### config.mk
export PLATFORM = sky130hd
export DESIGN_NAME = core_top
export DESIGN_NICKNAME = d
export VERILOG_FILES = /design/src/logic/core_pkg.sv /design/src/logic/issue_if.sv /design/src/logic/alu.sv /design/src/logic/axil_host_port.sv /design/src/logic/core_top.sv /design/src/logic/exec_unit.sv /design/src/logic/instr_decode.sv /design/src/logic/reg_file.sv
export VERILOG_INCLUDE_DIRS = /design/src /design/src/logic
export SDC_FILE = /design/constraint.sdc
export NUM_CORES = 2
export LEC_CHECK = 0
export BUFFER_PORTS_ARGS = -buffer_cell sky130_fd_sc_hd__buf_2
export CORE_MARGIN = 1
export CORE_UTILIZATION = 40
export DETAILED_ROUTE_END_ITERATION = 6
export PLACE_DENSITY = 0.54
export RECOVER_POWER = 25
export REMOVE_ABC_BUFFERS = 1
export SLEW_MARGIN = 20
export SYNTH_ARGS = -nofsm -noshare
export SYNTH_HDL_FRONTEND = slang
export SYNTH_SLANG_ARGS = --single-unit
### constraint.sdc
create_clock -name clk -period 26.8 [get_ports clk]
set_clock_uncertainty 0.15 [all_clocks]
set_input_delay 1.34 -clock clk [delete_from_list [all_inputs] [get_ports clk]]
set_output_delay 1.34 -clock clk [all_outputs]
set_load 0.01 [all_outputs]
### src/logic/core_cfg.svh
`ifndef CORE_CFG_SVH
`define CORE_CFG_SVH

// datapath sizes
`define CORE_DATA_W 32
`define CORE_REG_CNT 32

// AXI4-Lite slave address map
`define CORE_AXI_ADDR_W 8
`define CORE_ADDR_ISSUE 8'h00
`define CORE_ADDR_STATUS 8'h04

// register n sits at base + 4*n
`define CORE_ADDR_REGS 8'h80

`endif

### src/logic/core_pkg.sv
`default_nettype none
`include "core_cfg.svh"

package core_pkg;

	typedef logic [`CORE_DATA_W-1:0] word_t;
	typedef logic [$clog2(`CORE_REG_CNT)-1:0] reg_idx_t;
	typedef logic [$clog2(`CORE_DATA_W)-1:0] shamt_t;
	typedef logic [5:0] opcode_t;

	typedef enum logic [3:0] {
		ADD, SUB, SLT, SLTU, AND, OR, XOR, NOR,
		SLL, SRL, SRA, SLLV, SRLV, SRAV, CLO, CLZ
	} alu_op_e;

	typedef enum logic [1:0] {EXT_SIGNED, EXT_UNSIGNED, EXT_LUI} ext_op_e;
	typedef enum logic [1:0] {WD_ALU, WD_EXT, WD_RS} wd_sel_e;
	typedef enum logic [1:0] {CMP_NONE, CMP_RTEZ, CMP_RTNEZ} cmp_op_e;
	typedef enum logic {B_RT, B_EXT} alu_b_sel_e;

	// major opcodes
	localparam opcode_t OP_SP    = 6'h00;
	localparam opcode_t OP_SP2   = 6'h1c;
	localparam opcode_t OP_ADDI  = 6'h08;
	localparam opcode_t OP_ADDIU = 6'h09;
	localparam opcode_t OP_SLTI  = 6'h0a;
	localparam opcode_t OP_SLTIU = 6'h0b;
	localparam opcode_t OP_ANDI  = 6'h0c;
	localparam opcode_t OP_ORI   = 6'h0d;
	localparam opcode_t OP_XORI  = 6'h0e;
	localparam opcode_t OP_LUI   = 6'h0f;

	// funct under SPECIAL
	localparam opcode_t FN_SLL  = 6'h00;
	localparam opcode_t FN_SRL  = 6'h02;
	localparam opcode_t FN_SRA  = 6'h03;
	localparam opcode_t FN_SLLV = 6'h04;
	localparam opcode_t FN_SRLV = 6'h06;
	localparam opcode_t FN_SRAV = 6'h07;
	localparam opcode_t FN_MOVZ = 6'h0a;
	localparam opcode_t FN_MOVN = 6'h0b;
	localparam opcode_t FN_ADD  = 6'h20;
	localparam opcode_t FN_ADDU = 6'h21;
	localparam opcode_t FN_SUB  = 6'h22;
	localparam opcode_t FN_SUBU = 6'h23;
	localparam opcode_t FN_AND  = 6'h24;
	localparam opcode_t FN_OR   = 6'h25;
	localparam opcode_t FN_XOR  = 6'h26;
	localparam opcode_t FN_NOR  = 6'h27;
	localparam opcode_t FN_SLT  = 6'h2a;
	localparam opcode_t FN_SLTU = 6'h2b;

	// funct under SPECIAL2
	localparam opcode_t FN_CLZ = 6'h20;
	localparam opcode_t FN_CLO = 6'h21;

	localparam logic [1:0] RESP_OKAY   = 2'b00;
	localparam logic [1:0] RESP_SLVERR = 2'b10;

endpackage

`default_nettype wire

### src/logic/issue_if.sv
`default_nettype none

interface issue_if
	import core_pkg::*;
();
	logic     valid;
	word_t    instr;
	reg_idx_t rd_idx;
	word_t    rd_data;
	logic     ri;
	logic     ov;

	modport host (
		output valid, instr, rd_idx,
		input  rd_data, ri, ov
	);

	// datapath side
	modport core (
		input  valid, instr, rd_idx,
		output rd_data, ri, ov
	);
endinterface

`default_nettype wire

### src/logic/alu.sv
`default_nettype none

module alu
	import core_pkg::*;
(
	input  word_t   a,
	input  word_t   b,
	input  shamt_t  shamt,
	input  alu_op_e op,
	output word_t   y,
	output logic    ov
);
	localparam int MSB = $bits(word_t) - 1;

	word_t sum;
	word_t diff;

	// leading run of val from the msb, full width when all bits match
	function automatic word_t lead_cnt(input word_t v, input logic val);
		word_t n;
		logic stop;
		n = '0;
		stop = 1'b0;
		for (int i = MSB; i >= 0; i--) begin
			if (v[i] != val)
				stop = 1'b1;
			if (!stop)
				n = n + 1'b1;
		end
		return n;
	endfunction

	assign sum  = a + b;
	assign diff = a - b;

	always_comb begin
		y  = '0;
		ov = 1'b0;
		case (op)
			ADD: begin
				y  = sum;
				ov = (a[MSB] == b[MSB]) && (sum[MSB] != a[MSB]);
			end
			SUB: begin
				y  = diff;
				ov = (a[MSB] != b[MSB]) && (diff[MSB] != a[MSB]);
			end
			SLT:  y = word_t'($signed(a) < $signed(b));
			SLTU: y = word_t'(a < b);
			AND:  y = a & b;
			OR:   y = a | b;
			XOR:  y = a ^ b;
			NOR:  y = ~(a | b);
			SLL:  y = b << shamt;
			SRL:  y = b >> shamt;
			SRA:  y = $signed(b) >>> shamt;
			// variable shifts take the amount from rs
			SLLV: y = b << a[$bits(shamt_t)-1:0];
			SRLV: y = b >> a[$bits(shamt_t)-1:0];
			SRAV: y = $signed(b) >>> a[$bits(shamt_t)-1:0];
			CLO:  y = lead_cnt(a, 1'b1);
			CLZ:  y = lead_cnt(a, 1'b0);
			default: y = '0;
		endcase
	end
endmodule

`default_nettype wire

### src/logic/axil_host_port.sv
`default_nettype none
`include "core_cfg.svh"

module axil_host_port
	import core_pkg::*;
(
	input  logic                          clk,
	input  logic                          arst_n,
	input  logic [`CORE_AXI_ADDR_W-1:0]   awaddr,
	input  logic                          awvalid,
	output logic                          awready,
	input  logic [`CORE_DATA_W-1:0]       wdata,
	input  logic [`CORE_DATA_W/8-1:0]     wstrb,
	input  logic                          wvalid,
	output logic                          wready,
	output logic [1:0]                    bresp,
	output logic                          bvalid,
	input  logic                          bready,
	input  logic [`CORE_AXI_ADDR_W-1:0]   araddr,
	input  logic                          arvalid,
	output logic                          arready,
	output logic [`CORE_DATA_W-1:0]       rdata,
	output logic [1:0]                    rresp,
	output logic                          rvalid,
	input  logic                          rready,
	issue_if.host                         issue
);
	logic        rdy_en;
	logic        wr_hs;
	logic        wr_issue;
	logic        rd_hs;
	logic        rd_status;
	logic        rd_win;
	logic [`CORE_AXI_ADDR_W-1:0] reg_off;
	logic        st_ri;
	logic        st_ov;
	logic [15:0] issue_cnt;
	word_t       status_word;

	// readies come up one cycle out of reset
	always_ff @(posedge clk or negedge arst_n) begin
		if (!arst_n)
			rdy_en <= 1'b0;
		else
			rdy_en <= 1'b1;
	end

	// AW and W are taken together
	assign awready  = rdy_en && awvalid && wvalid && !bvalid;
	assign wready   = awready;
	assign wr_hs    = awready;
	// partial strobes to ISSUE are rejected
	assign wr_issue = (awaddr == `CORE_ADDR_ISSUE) && (wstrb == '1);

	assign issue.valid = wr_hs && wr_issue;
	assign issue.instr = wdata;

	always_ff @(posedge clk or negedge arst_n) begin
		if (!arst_n)
			bvalid <= 1'b0;
		else if (wr_hs)
			bvalid <= 1'b1;
		else if (bready)
			bvalid <= 1'b0;
	end

	always_ff @(posedge clk) begin
		if (wr_hs)
			bresp <= (wr_issue && !issue.ri && !issue.ov) ? RESP_OKAY : RESP_SLVERR;
	end

	// sticky until the next issue
	always_ff @(posedge clk or negedge arst_n) begin
		if (!arst_n) begin
			st_ri     <= 1'b0;
			st_ov     <= 1'b0;
			issue_cnt <= '0;
		end else if (issue.valid) begin
			st_ri     <= issue.ri;
			st_ov     <= issue.ov;
			issue_cnt <= issue_cnt + 1'b1;
		end
	end

	assign status_word = {issue_cnt, {($bits(word_t) - 18){1'b0}}, st_ov, st_ri};

	assign arready   = rdy_en && !rvalid;
	assign rd_hs     = arvalid && arready;
	assign rd_status = (araddr == `CORE_ADDR_STATUS);
	assign reg_off   = araddr - `CORE_ADDR_REGS;
	assign rd_win    = (araddr >= `CORE_ADDR_REGS) && (reg_off[1:0] == 2'b00) &&
		((reg_off >> 2) < `CORE_REG_CNT);

	assign issue.rd_idx = reg_off[2 +: $bits(reg_idx_t)];

	always_ff @(posedge clk or negedge arst_n) begin
		if (!arst_n)
			rvalid <= 1'b0;
		else if (rd_hs)
			rvalid <= 1'b1;
		else if (rready)
			rvalid <= 1'b0;
	end

	always_ff @(posedge clk) begin
		if (rd_hs) begin
			if (rd_status) begin
				rdata <= status_word;
				rresp <= RESP_OKAY;
			end else if (rd_win) begin
				rdata <= issue.rd_data;
				rresp <= RESP_OKAY;
			end else begin
				rdata <= '0;
				rresp <= RESP_SLVERR;
			end
		end
	end
endmodule

`default_nettype wire

### src/logic/core_top.sv
`default_nettype none
`include "core_cfg.svh"

module core_top
	import core_pkg::*;
(
	input  logic                        clk,
	input  logic                        arst_n,
	input  logic [`CORE_AXI_ADDR_W-1:0] awaddr,
	input  logic                        awvalid,
	output logic                        awready,
	input  logic [`CORE_DATA_W-1:0]     wdata,
	input  logic [`CORE_DATA_W/8-1:0]   wstrb,
	input  logic                        wvalid,
	output logic                        wready,
	output logic [1:0]                  bresp,
	output logic                        bvalid,
	input  logic                        bready,
	input  logic [`CORE_AXI_ADDR_W-1:0] araddr,
	input  logic                        arvalid,
	output logic                        arready,
	output logic [`CORE_DATA_W-1:0]     rdata,
	output logic [1:0]                  rresp,
	output logic                        rvalid,
	input  logic                        rready
);
	reg_idx_t    rs, rt, rf_a3, wa;
	shamt_t      shamt;
	logic [15:0] imm16;
	alu_op_e     alu_op;
	ext_op_e     ext_op;
	alu_b_sel_e  alu_b_sel;
	cmp_op_e     cmp_op;
	wd_sel_e     wd_sel;
	logic        rf_wr, ov_en, we;
	word_t       rs_val, rt_val, wd;

	issue_if issue ();

	axil_host_port u_host (
		.clk, .arst_n,
		.awaddr, .awvalid, .awready,
		.wdata, .wstrb, .wvalid, .wready,
		.bresp, .bvalid, .bready,
		.araddr, .arvalid, .arready,
		.rdata, .rresp, .rvalid, .rready,
		.issue (issue.host)
	);

	instr_decode u_dec (
		.instr (issue.instr), .rs, .rt, .rd (), .shamt, .imm16,
		.alu_op, .ext_op, .alu_b_sel, .cmp_op, .wd_sel,
		.rf_wr, .rf_a3, .ov_en, .ri (issue.ri)
	);

	reg_file u_rf (
		.clk, .arst_n,
		.ra1 (rs), .ra2 (rt), .ra3 (issue.rd_idx),
		.rd1 (rs_val), .rd2 (rt_val), .rd3 (issue.rd_data),
		.we, .wa, .wd
	);

	exec_unit u_ex (
		.valid (issue.valid), .shamt, .imm16,
		.alu_op, .ext_op, .alu_b_sel, .cmp_op, .wd_sel,
		.rf_wr, .rf_a3, .ov_en, .ri (issue.ri),
		.rs_val, .rt_val, .we, .wa, .wd, .ov (issue.ov)
	);
endmodule

`default_nettype wire

### src/logic/exec_unit.sv
`default_nettype none

module exec_unit
	import core_pkg::*;
(
	input  logic        valid,
	input  shamt_t      shamt,
	input  logic [15:0] imm16,
	input  alu_op_e     alu_op,
	input  ext_op_e     ext_op,
	input  alu_b_sel_e  alu_b_sel,
	input  cmp_op_e     cmp_op,
	input  wd_sel_e     wd_sel,
	input  logic        rf_wr,
	input  reg_idx_t    rf_a3,
	input  logic        ov_en,
	input  logic        ri,
	input  word_t       rs_val,
	input  word_t       rt_val,
	output logic        we,
	output reg_idx_t    wa,
	output word_t       wd,
	output logic        ov
);
	localparam int PAD = $bits(word_t) - 16;

	word_t ext_val;
	word_t alu_b;
	word_t alu_y;
	logic  alu_ov;
	logic  cond;

	always_comb begin
		case (ext_op)
			EXT_SIGNED: ext_val = {{PAD{imm16[15]}}, imm16};
			EXT_LUI:    ext_val = {imm16, {PAD{1'b0}}};
			default:    ext_val = {{PAD{1'b0}}, imm16};
		endcase
	end

	assign alu_b = (alu_b_sel == B_EXT) ? ext_val : rt_val;

	alu u_alu (
		.a     (rs_val),
		.b     (alu_b),
		.shamt (shamt),
		.op    (alu_op),
		.y     (alu_y),
		.ov    (alu_ov)
	);

	// movz / movn condition on rt
	always_comb begin
		case (cmp_op)
			CMP_RTEZ:  cond = (rt_val == '0);
			CMP_RTNEZ: cond = (rt_val != '0);
			default:   cond = 1'b1;
		endcase
	end

	always_comb begin
		case (wd_sel)
			WD_EXT:  wd = ext_val;
			WD_RS:   wd = rs_val;
			default: wd = alu_y;
		endcase
	end

	assign ov = ov_en && alu_ov;
	// exceptions kill the writeback
	assign we = valid && rf_wr && cond && !ov && !ri;
	assign wa = rf_a3;
endmodule

`default_nettype wire

### src/logic/instr_decode.sv
`default_nettype none

module instr_decode
	import core_pkg::*;
(
	input  word_t       instr,
	output reg_idx_t    rs,
	output reg_idx_t    rt,
	output reg_idx_t    rd,
	output shamt_t      shamt,
	output logic [15:0] imm16,
	output alu_op_e     alu_op,
	output ext_op_e     ext_op,
	output alu_b_sel_e  alu_b_sel,
	output cmp_op_e     cmp_op,
	output wd_sel_e     wd_sel,
	output logic        rf_wr,
	output reg_idx_t    rf_a3,
	output logic        ov_en,
	output logic        ri
);
	opcode_t op;
	opcode_t funct;
	logic sp, sp2;
	logic is_addi, is_addiu, is_andi, is_ori, is_xori, is_slti, is_sltiu, is_lui;
	logic is_add, is_addu, is_sub, is_subu, is_and, is_or, is_xor, is_nor;
	logic is_slt, is_sltu, is_sll, is_srl, is_sra, is_sllv, is_srlv, is_srav;
	logic is_clo, is_clz, is_movz, is_movn;
	logic cali, calr, shifts, mov;

	assign op    = instr[31:26];
	assign funct = instr[5:0];
	assign rs    = instr[25:21];
	assign rt    = instr[20:16];
	assign rd    = instr[15:11];
	assign shamt = instr[10:6];
	assign imm16 = instr[15:0];

	assign sp  = (op == OP_SP);
	assign sp2 = (op == OP_SP2);

	assign is_addi  = (op == OP_ADDI);
	assign is_addiu = (op == OP_ADDIU);
	assign is_andi  = (op == OP_ANDI);
	assign is_ori   = (op == OP_ORI);
	assign is_xori  = (op == OP_XORI);
	assign is_slti  = (op == OP_SLTI);
	assign is_sltiu = (op == OP_SLTIU);
	assign is_lui   = (op == OP_LUI);

	assign is_add  = sp && (funct == FN_ADD);
	assign is_addu = sp && (funct == FN_ADDU);
	assign is_sub  = sp && (funct == FN_SUB);
	assign is_subu = sp && (funct == FN_SUBU);
	assign is_and  = sp && (funct == FN_AND);
	assign is_or   = sp && (funct == FN_OR);
	assign is_xor  = sp && (funct == FN_XOR);
	assign is_nor  = sp && (funct == FN_NOR);
	assign is_slt  = sp && (funct == FN_SLT);
	assign is_sltu = sp && (funct == FN_SLTU);
	// all-zero word lands here as sll r0, a plain nop
	assign is_sll  = sp && (funct == FN_SLL);
	assign is_srl  = sp && (funct == FN_SRL);
	assign is_sra  = sp && (funct == FN_SRA);
	assign is_sllv = sp && (funct == FN_SLLV);
	assign is_srlv = sp && (funct == FN_SRLV);
	assign is_srav = sp && (funct == FN_SRAV);
	assign is_movz = sp && (funct == FN_MOVZ);
	assign is_movn = sp && (funct == FN_MOVN);
	assign is_clo  = sp2 && (funct == FN_CLO);
	assign is_clz  = sp2 && (funct == FN_CLZ);

	assign cali   = is_addi | is_addiu | is_andi | is_ori | is_xori | is_slti | is_sltiu;
	assign shifts = is_sll | is_srl | is_sra;
	assign calr   = is_add | is_addu | is_sub | is_subu | is_and | is_or | is_xor | is_nor |
		is_slt | is_sltu | shifts | is_sllv | is_srlv | is_srav | is_clo | is_clz;
	assign mov    = is_movz | is_movn;

	assign ri    = !(cali | calr | is_lui | mov);
	assign ov_en = is_add | is_addi | is_sub;

	always_comb begin
		if (is_sub || is_subu) alu_op = SUB;
		else if (is_slt || is_slti) alu_op = SLT;
		else if (is_sltu || is_sltiu) alu_op = SLTU;
		else if (is_nor) alu_op = NOR;
		else if (is_or || is_ori) alu_op = OR;
		else if (is_xor || is_xori) alu_op = XOR;
		else if (is_and || is_andi) alu_op = AND;
		else if (is_sll) alu_op = SLL;
		else if (is_sra) alu_op = SRA;
		else if (is_srl) alu_op = SRL;
		else if (is_sllv) alu_op = SLLV;
		else if (is_srav) alu_op = SRAV;
		else if (is_srlv) alu_op = SRLV;
		else if (is_clo) alu_op = CLO;
		else if (is_clz) alu_op = CLZ;
		else alu_op = ADD;
	end

	assign ext_op = (is_addi || is_addiu || is_slti || is_sltiu) ? EXT_SIGNED :
		is_lui ? EXT_LUI : EXT_UNSIGNED;

	assign alu_b_sel = (cali || is_lui) ? B_EXT : B_RT;

	assign cmp_op = is_movz ? CMP_RTEZ :
		is_movn ? CMP_RTNEZ : CMP_NONE;

	assign wd_sel = is_lui ? WD_EXT :
		mov ? WD_RS : WD_ALU;

	// moves request unconditionally, the exec unit applies the condition
	assign rf_wr = cali | calr | is_lui | mov;

	assign rf_a3 = (cali || is_lui) ? rt :
		(calr || mov) ? rd : '0;
endmodule

`default_nettype wire

### src/logic/reg_file.sv
`default_nettype none
`include "core_cfg.svh"

module reg_file
	import core_pkg::*;
(
	input  logic     clk,
	input  logic     arst_n,
	input  reg_idx_t ra1,
	input  reg_idx_t ra2,
	input  reg_idx_t ra3,
	output word_t    rd1,
	output word_t    rd2,
	output word_t    rd3,
	input  logic     we,
	input  reg_idx_t wa,
	input  word_t    wd
);
	// r0 has no storage
	word_t regs [1:`CORE_REG_CNT-1];

	function automatic word_t rd_port(input reg_idx_t a);
		return (a == '0) ? '0 : regs[a];
	endfunction

	always_ff @(posedge clk or negedge arst_n) begin
		if (!arst_n) begin
			regs <= '{default: '0};
		end else if (we && wa != '0) begin
			regs[wa] <= wd;
		end
	end

	assign rd1 = rd_port(ra1);
	assign rd2 = rd_port(ra2);
	// host window
	assign rd3 = rd_port(ra3);
endmodule

`default_nettype wire

=== Word-level counts from Yosys, hierarchy flattened ===
Cells that the tools add are included.

* Bits in registers: 1049
* Input bits: 59
* Output and inout port bits: 41
* Logic and storage cells: 589

* Add/subtract/negate cells: 66
* Magnitude comparators: 9
* Equality and inequality tests: 52
* Shifts and indexed selects: 6
* Muxes and demuxes: 307
* Bitwise operators: 38
* Reduce and logical (&&, ||, !) cells: 70

{| class="wikitable"
|+ Operators by type and width
! kind !! number
|-
| two-way mux 32 bit || 137
|-
| adder 32 x 1 -> 32 bit (second input constant) || 62
|-
| bitwise mux 992 bit || 1
|-
| case mux 32 bit (16 select lines) || 1
|-
| binary-select mux 32 bit (select 5 bit) || 3
|-
| demux 32 bit (select 5 bit) || 1
|-
| two-way mux 1 bit || 135
|-
| case mux 32 bit (2 select lines) || 2
|-
| less-than comparator 32 bit || 2
|-
| << shifter 32 x 5 -> 32 bit || 2
|-
| >> shifter 32 x 5 -> 32 bit || 2
|-
| >>> shifter 32 x 5 -> 32 bit || 2
|-
| equality test 6 x 4 -> 1 bit (second input constant) || 10
|-
| equality test 6 bit (second input constant) || 10
|-
| two-way mux 4 bit || 15
|-
| logical AND 1 bit || 40
|-
| equality test 4 bit (second input constant) || 9
|-
| adder 32 bit || 1
|-
| AND 32 bit || 1
|-
| logical NOT 32 bit || 1
|-
| inverter 32 bit || 1
|-
| bitwise OR 32 bit || 1
|-
| nonzero test 32 bit || 1
|-
| subtractor 32 bit || 1
|-
| other kinds (34) || 107
|}

=== Longest topological paths before layout ===
* Depth in word-level cells: 116
* Mapped depth: 112
* Gate-level depth less buffers: 107

=== Cells and area by module ===
Synthesis repeated with hierarchy kept, for this count alone.

* Cells, all modules: 8284
* Area, all modules: 84801.3 um^2

{| class="wikitable"
|+ Modules (own cells, without submodules)
! module !! instances !! cells an instance !! area each (um^2) !! sequential area each (um^2)
|-
| reg_file || 1 || 4956 || 61813.0 || 24823.8
|-
| alu || 1 || 2793 || 18292.5 || 0.0
|-
| axil_host_port || 1 || 201 || 2596.2 || 1546.5
|-
| exec_unit || 1 || 231 || 1368.8 || 0.0
|-
| instr_decode || 1 || 103 || 730.7 || 0.0
|}

=== Worst setup path after synthesis ===
Ideal clock, no wire load.

* Path type: in2reg
* Start point: in wdata[21]
* End point: reg u_rf.regs[103] (netlist bit)
* Setup time: 0.125 ns
* Data arrival time: 20.274 ns
* Required time: 26.525 ns
* Slack: 6.251 ns
* Cell stages on the path: 103
* Path buffers: 5
* Path through: buf_6 buf_12 buf_6 a22oi_1 o211a_1 or4_1 buf_6 clkinv_1 a21oi_1 ha_1 nor3_1 nor2_1 ha_1 nand2_1 a41o_1 inv_1 ha_1 nand2_1 (+67 left out) ha_1 nand2_1 a31oi_1 ha_1 mux2_2 ha_1 nand2_1 xnor2_1 nand2_1 xor2_1 and3_1 and3_1 a32oi_1 xor2_1 a221oi_2 a211oi_4 buf_6 mux2_4

* Word-level cells in the longest chain between the ends: 104
* Elaborated cells on any way between the ends: 346
* Classes of those cells: add/sub: 64; eq/ne: 4; shift: 3; mux: 262; bitwise: 5; reduce/logical: 8

{| class="wikitable"
|+ RTL lines
! element !! RTL line !! source
|-
| start: declaration || core_top.sv:12 || <nowiki>input logic [`CORE_DATA_W-1:0] wdata,</nowiki>
|-
| inverter 5 -> 6 bit (not written as such) || reg_file.sv:23 || <nowiki>return (a == '0) ? '0 : regs[a];</nowiki>
|-
| binary-select mux 32 bit (select 5 bit) || reg_file.sv:23 ||
|-
| two-way mux 32 bit (not written as such) (2 in series) || reg_file.sv:23 ||
|-
| two-way mux 32 bit (*) || reg_file.sv:23 ||
|-
| two-way mux 1 bit || alu.sv:25 || <nowiki>if (v[i] != val)</nowiki>
|-
| two-way mux 1 bit || alu.sv:39 || <nowiki>case (op)</nowiki>
|-
| two-way mux 1 bit || alu.sv:27 || <nowiki>if (!stop)</nowiki>
|-
| two-way mux 32 bit || alu.sv:39 ||
|-
| (+87 left out) || n/a ||
|-
| adder 32 x 1 -> 32 bit || alu.sv:28 || <nowiki>n = n + 1'b1;</nowiki>
|-
| two-way mux 32 bit || alu.sv:27 ||
|-
| two-way mux 32 bit || alu.sv:39 ||
|-
| adder 32 x 1 -> 32 bit || alu.sv:28 ||
|-
| two-way mux 32 bit || alu.sv:27 ||
|-
| case mux 32 bit (16 select lines) || alu.sv:39 ||
|-
| case mux 32 bit (2 select lines) || exec_unit.sv:62 || <nowiki>case (wd_sel)</nowiki>
|-
| bitwise mux 992 bit || reg_file.sv:30 || <nowiki>regs[wa] <= wd;</nowiki>
|-
| end signal: indexed assignment || reg_file.sv:30 ||
|-
| end: declaration || reg_file.sv:20 || <nowiki>word_t regs [1:`CORE_REG_CNT-1];</nowiki>
|}

Mark *: on every way between the ends. The rest lies on a longest branch, timed or not. The select of a mux whose other input is x is not followed.
A chain may end at the register's enable or synchronous reset.

=== Final worst setup path ===
* Start point: in wdata[22]
* End point: reg u_rf.regs[167] (netlist bit)

Same word-level chain as after synthesis.

==> results.cfg <==
[routing]
drt-total-wl_mm = 366
dr.pass1.iters = 6
via_per_inst = 6.64
post_drt_wl_per_cell_microns = 33.9
drtIter0Drc = 9555
via_count = 71700
remaining_drc_errors = 0
ant_nets = 0

[layout]
fin_util_pct = 43.8
n_fill_cell = 19500
drive_gt1_share_pct = 23.3
final_common_cell = nor2_1
syn_to_final_growth_pct = 8.70
layout_common_cells = 1555 x nor2_1, 1013 x dfrtp_1, 769 x mux4_2
layout.nets = 8206

[run_status]
violations = max-capacitance violations, max-slew violations
status = finished with violations

[cts]
tritoncts = built
cts_resized = 0
post-cts-setup-buffers = 0
h-tree-depth = 3
cts_max_path_buffers = 3
cts_made_buffers = 113
clock_latency_ns = 0.83
cts.sinks = 1047
clk_pin_slew_ns = 0.06
ctsRootBufferMaster = clkbuf_16
hold_buffers = 0

[critical_path]
crit_top_cell = ha_1
crit_slowest_cell = or4_1
crit_path_start_kind = input pin
cp_data_required_time_ns = 27.36
crit_fanout = 58
crit_type = input pin to flip-flop
critPathMaxStageDelay_ns = 0.84
cp.arrival_ns = 24.48
end_kind = flip-flop

[logic_synthesis]
synthFlopType = dfrtp_1
synthCells = 8202
yosysSeqAreaShare_pct = 32.0
synth_edf_count = 34
yosys_register_bits = 1047
async_flop_share_pct = 96.8
synth_cell_type_count = 144
avgSynthCellArea_sq_um = 10.0
yosysWarnings = 0
netlist_area_sq_mm = 0.0824

[placement]
hpwl_mm = 246
portBuffers = 97
post-place-ws_ns = 2.37
routabilityCongestion = 1.02

[global_route]
antenna_found_initial = 26
grt_start_max_net_pins = 156
grt_pass1_vias = 68800
globalRoute.totalOverflow = 0
grt_use_total_pct = 34.6
grt_pass1_wl_mm = 520

[timing]
final.min_clock_period_ns = 23.92
final_max_slew_viol_count = 673
final.setup.tns_ns = 0
tightest_slew_ns = 8.66
setup_slack_ns = 2.88
hold_viol = 0
rsz0062_at_grt = false
max_clock_freq_mhz = 41.8
setup_viol = 0
finalCritPeriodShare_pct = 89.3
holdWs_ns = 0.322
relSlewSlack_pct = -477

[hold_path]
hold_class = flip-flop to flip-flop

[floorplanning]
core_area_sq_mm = 0.205
die_y_microns = 456
row_count = 166
die_w_microns = 456
ios = 100
dieArea_sq_mm = 0.208
start_util_pct = 40.3

[power]
irDropWorstVdd_mv = 0.0566
p_leak_nw = 37.9
powerDensity_mw_per_mm2 = 44.8

[flow_run]
drv_cap = 9
==> worst max-delay path: cells and delay by family <==
kind,cells,cell delay [ns]
and+or+nand+nor,26,4.22
adders and majority gates,28,8.51
AOI/OAI and AO/OA,24,5.24
muxes,15,3.24
buffers and inverters,5,1.13
xor gates and xnor gates,3,0.56
==> kinds of logic after synthesis <==
logic type,synth area share (%)
AND/OR/NAND/NOR,15.0
multiplexers,30.9
AO/OA/AOI/OAI,11.5
flip-flops,32.0
buffers and inverters,4.67
XOR/XNOR,3.30
adder cells (fa/ha/maj),2.56
other,0.00911
==> final timing paths <==
kind,endpoint,slack [ns],cells past startpoint,startpoint
max in group asynchronous,u_rf.regs[710]$_DFFE_PN0P_,11.08,5,arst_n
max,u_rf.regs[167]$_DFFE_PN0P_,2.88,101,wdata[22]
min,u_host.issue_cnt[15]$_DFFE_PN0P_,0.32,1,u_host.issue_cnt[15]$_DFFE_PN0P_
min reg2reg,u_host.issue_cnt[15]$_DFFE_PN0P_,0.32,1,u_host.issue_cnt[15]$_DFFE_PN0P_
max reg2reg,u_rf.regs[167]$_DFFE_PN0P_,3.88,99,u_rf.regs[767]$_DFFE_PN0P_
min in group asynchronous,u_rf.regs[106]$_DFFE_PN0P_,2.33,1,arst_n
==> per-layer routing <==
metal	track usage, %	share of wire (%)
met5	0	0.044
met1	44.6	38
met4	21.4	7.2
met3	9.28	11
met2	51.6	44
==> Yosys cell counts (all sizes together) (15+ instances only) <==
master	n	share of area (%)
clkbuf	477	2.2
o21a	20	0.18
edfxtp	34	1.2
o21bai	21	0.20
and3	46	0.36
mux4	772	21
a31oi	76	0.59
nor2	1562	7.2
a22o	57	0.61
xnor3	19	0.53
a2111oi	34	0.39
o31ai	52	0.49
o22ai	38	0.29
a21o	18	0.16
a22oi	42	0.38
mux2	384	5.3
nand2	737	3.4
nor4	47	0.45
and2	64	0.49
xnor2	126	1.6
nor3	85	0.59
a21oi	325	2.0
o211ai	51	0.48
dfrtp	1013	31
or3	21	0.17
mux2i	367	4.5
o2111ai	24	0.26
nand2b	37	0.29
nand3	97	0.61
nand4	69	0.54
inv	161	0.74
xor2	80	0.97
a211oi	38	0.37
buf	201	1.6
a221oi	72	0.79
or2	15	0.11
ha	155	2.4
o21ai	536	3.3
nor2b	38	0.30
==> registers in the layout (all words and copies together), names as in the netlist <==
register,flops
u_host.bresp,1
u_host.bvalid,1
u_host.rdy_en,1
u_host.rresp,1
u_host.rvalid,1
u_host.rdata,32
u_host.st_ri,1
u_rf.regs,992
u_host.st_ov,1
u_host.issue_cnt,16
==> cell type report <==
cell class | instances | area [sq um] | share of cell area (%)
Antenna cell | 12 | 30.0 | 0.0335
Multi-Input combinational cell | 6302 | 52700 | 58.8
Inverter | 164 | 622 | 0.694
Sequential cell | 1047 | 26400 | 29.4
Tap cell | 2688 | 3360 | 3.75
Clock buffer | 161 | 3250 | 3.63
Clock inverter | 50 | 674 | 0.753
Timing Repair Buffer | 362 | 2550 | 2.85
==> power breakdown <==
group | leakage (nW) | switching [W] | total [W] | internal [W]
clock | 1.91 | 0.000729 | 0.00168 | 0.000954
sequential | 14.5 | 0.000000764 | 0.00159 | 0.00159
combinational | 21.6 | 0.000516 | 0.000738 | 0.000222
==> per-stage QoR <==
stage               total power, W  cell area (sq um)  instances
CTS                        0.00401              89600      10800
global route               0.00412              89600      10800
floorplan                  0.00200              79200       7513
finish                     0.00401              89600      10800
detailed placement         0.00234              85700      10600
global placement           0.00233              85600      10600
Power figures use the tool's default switching activity.
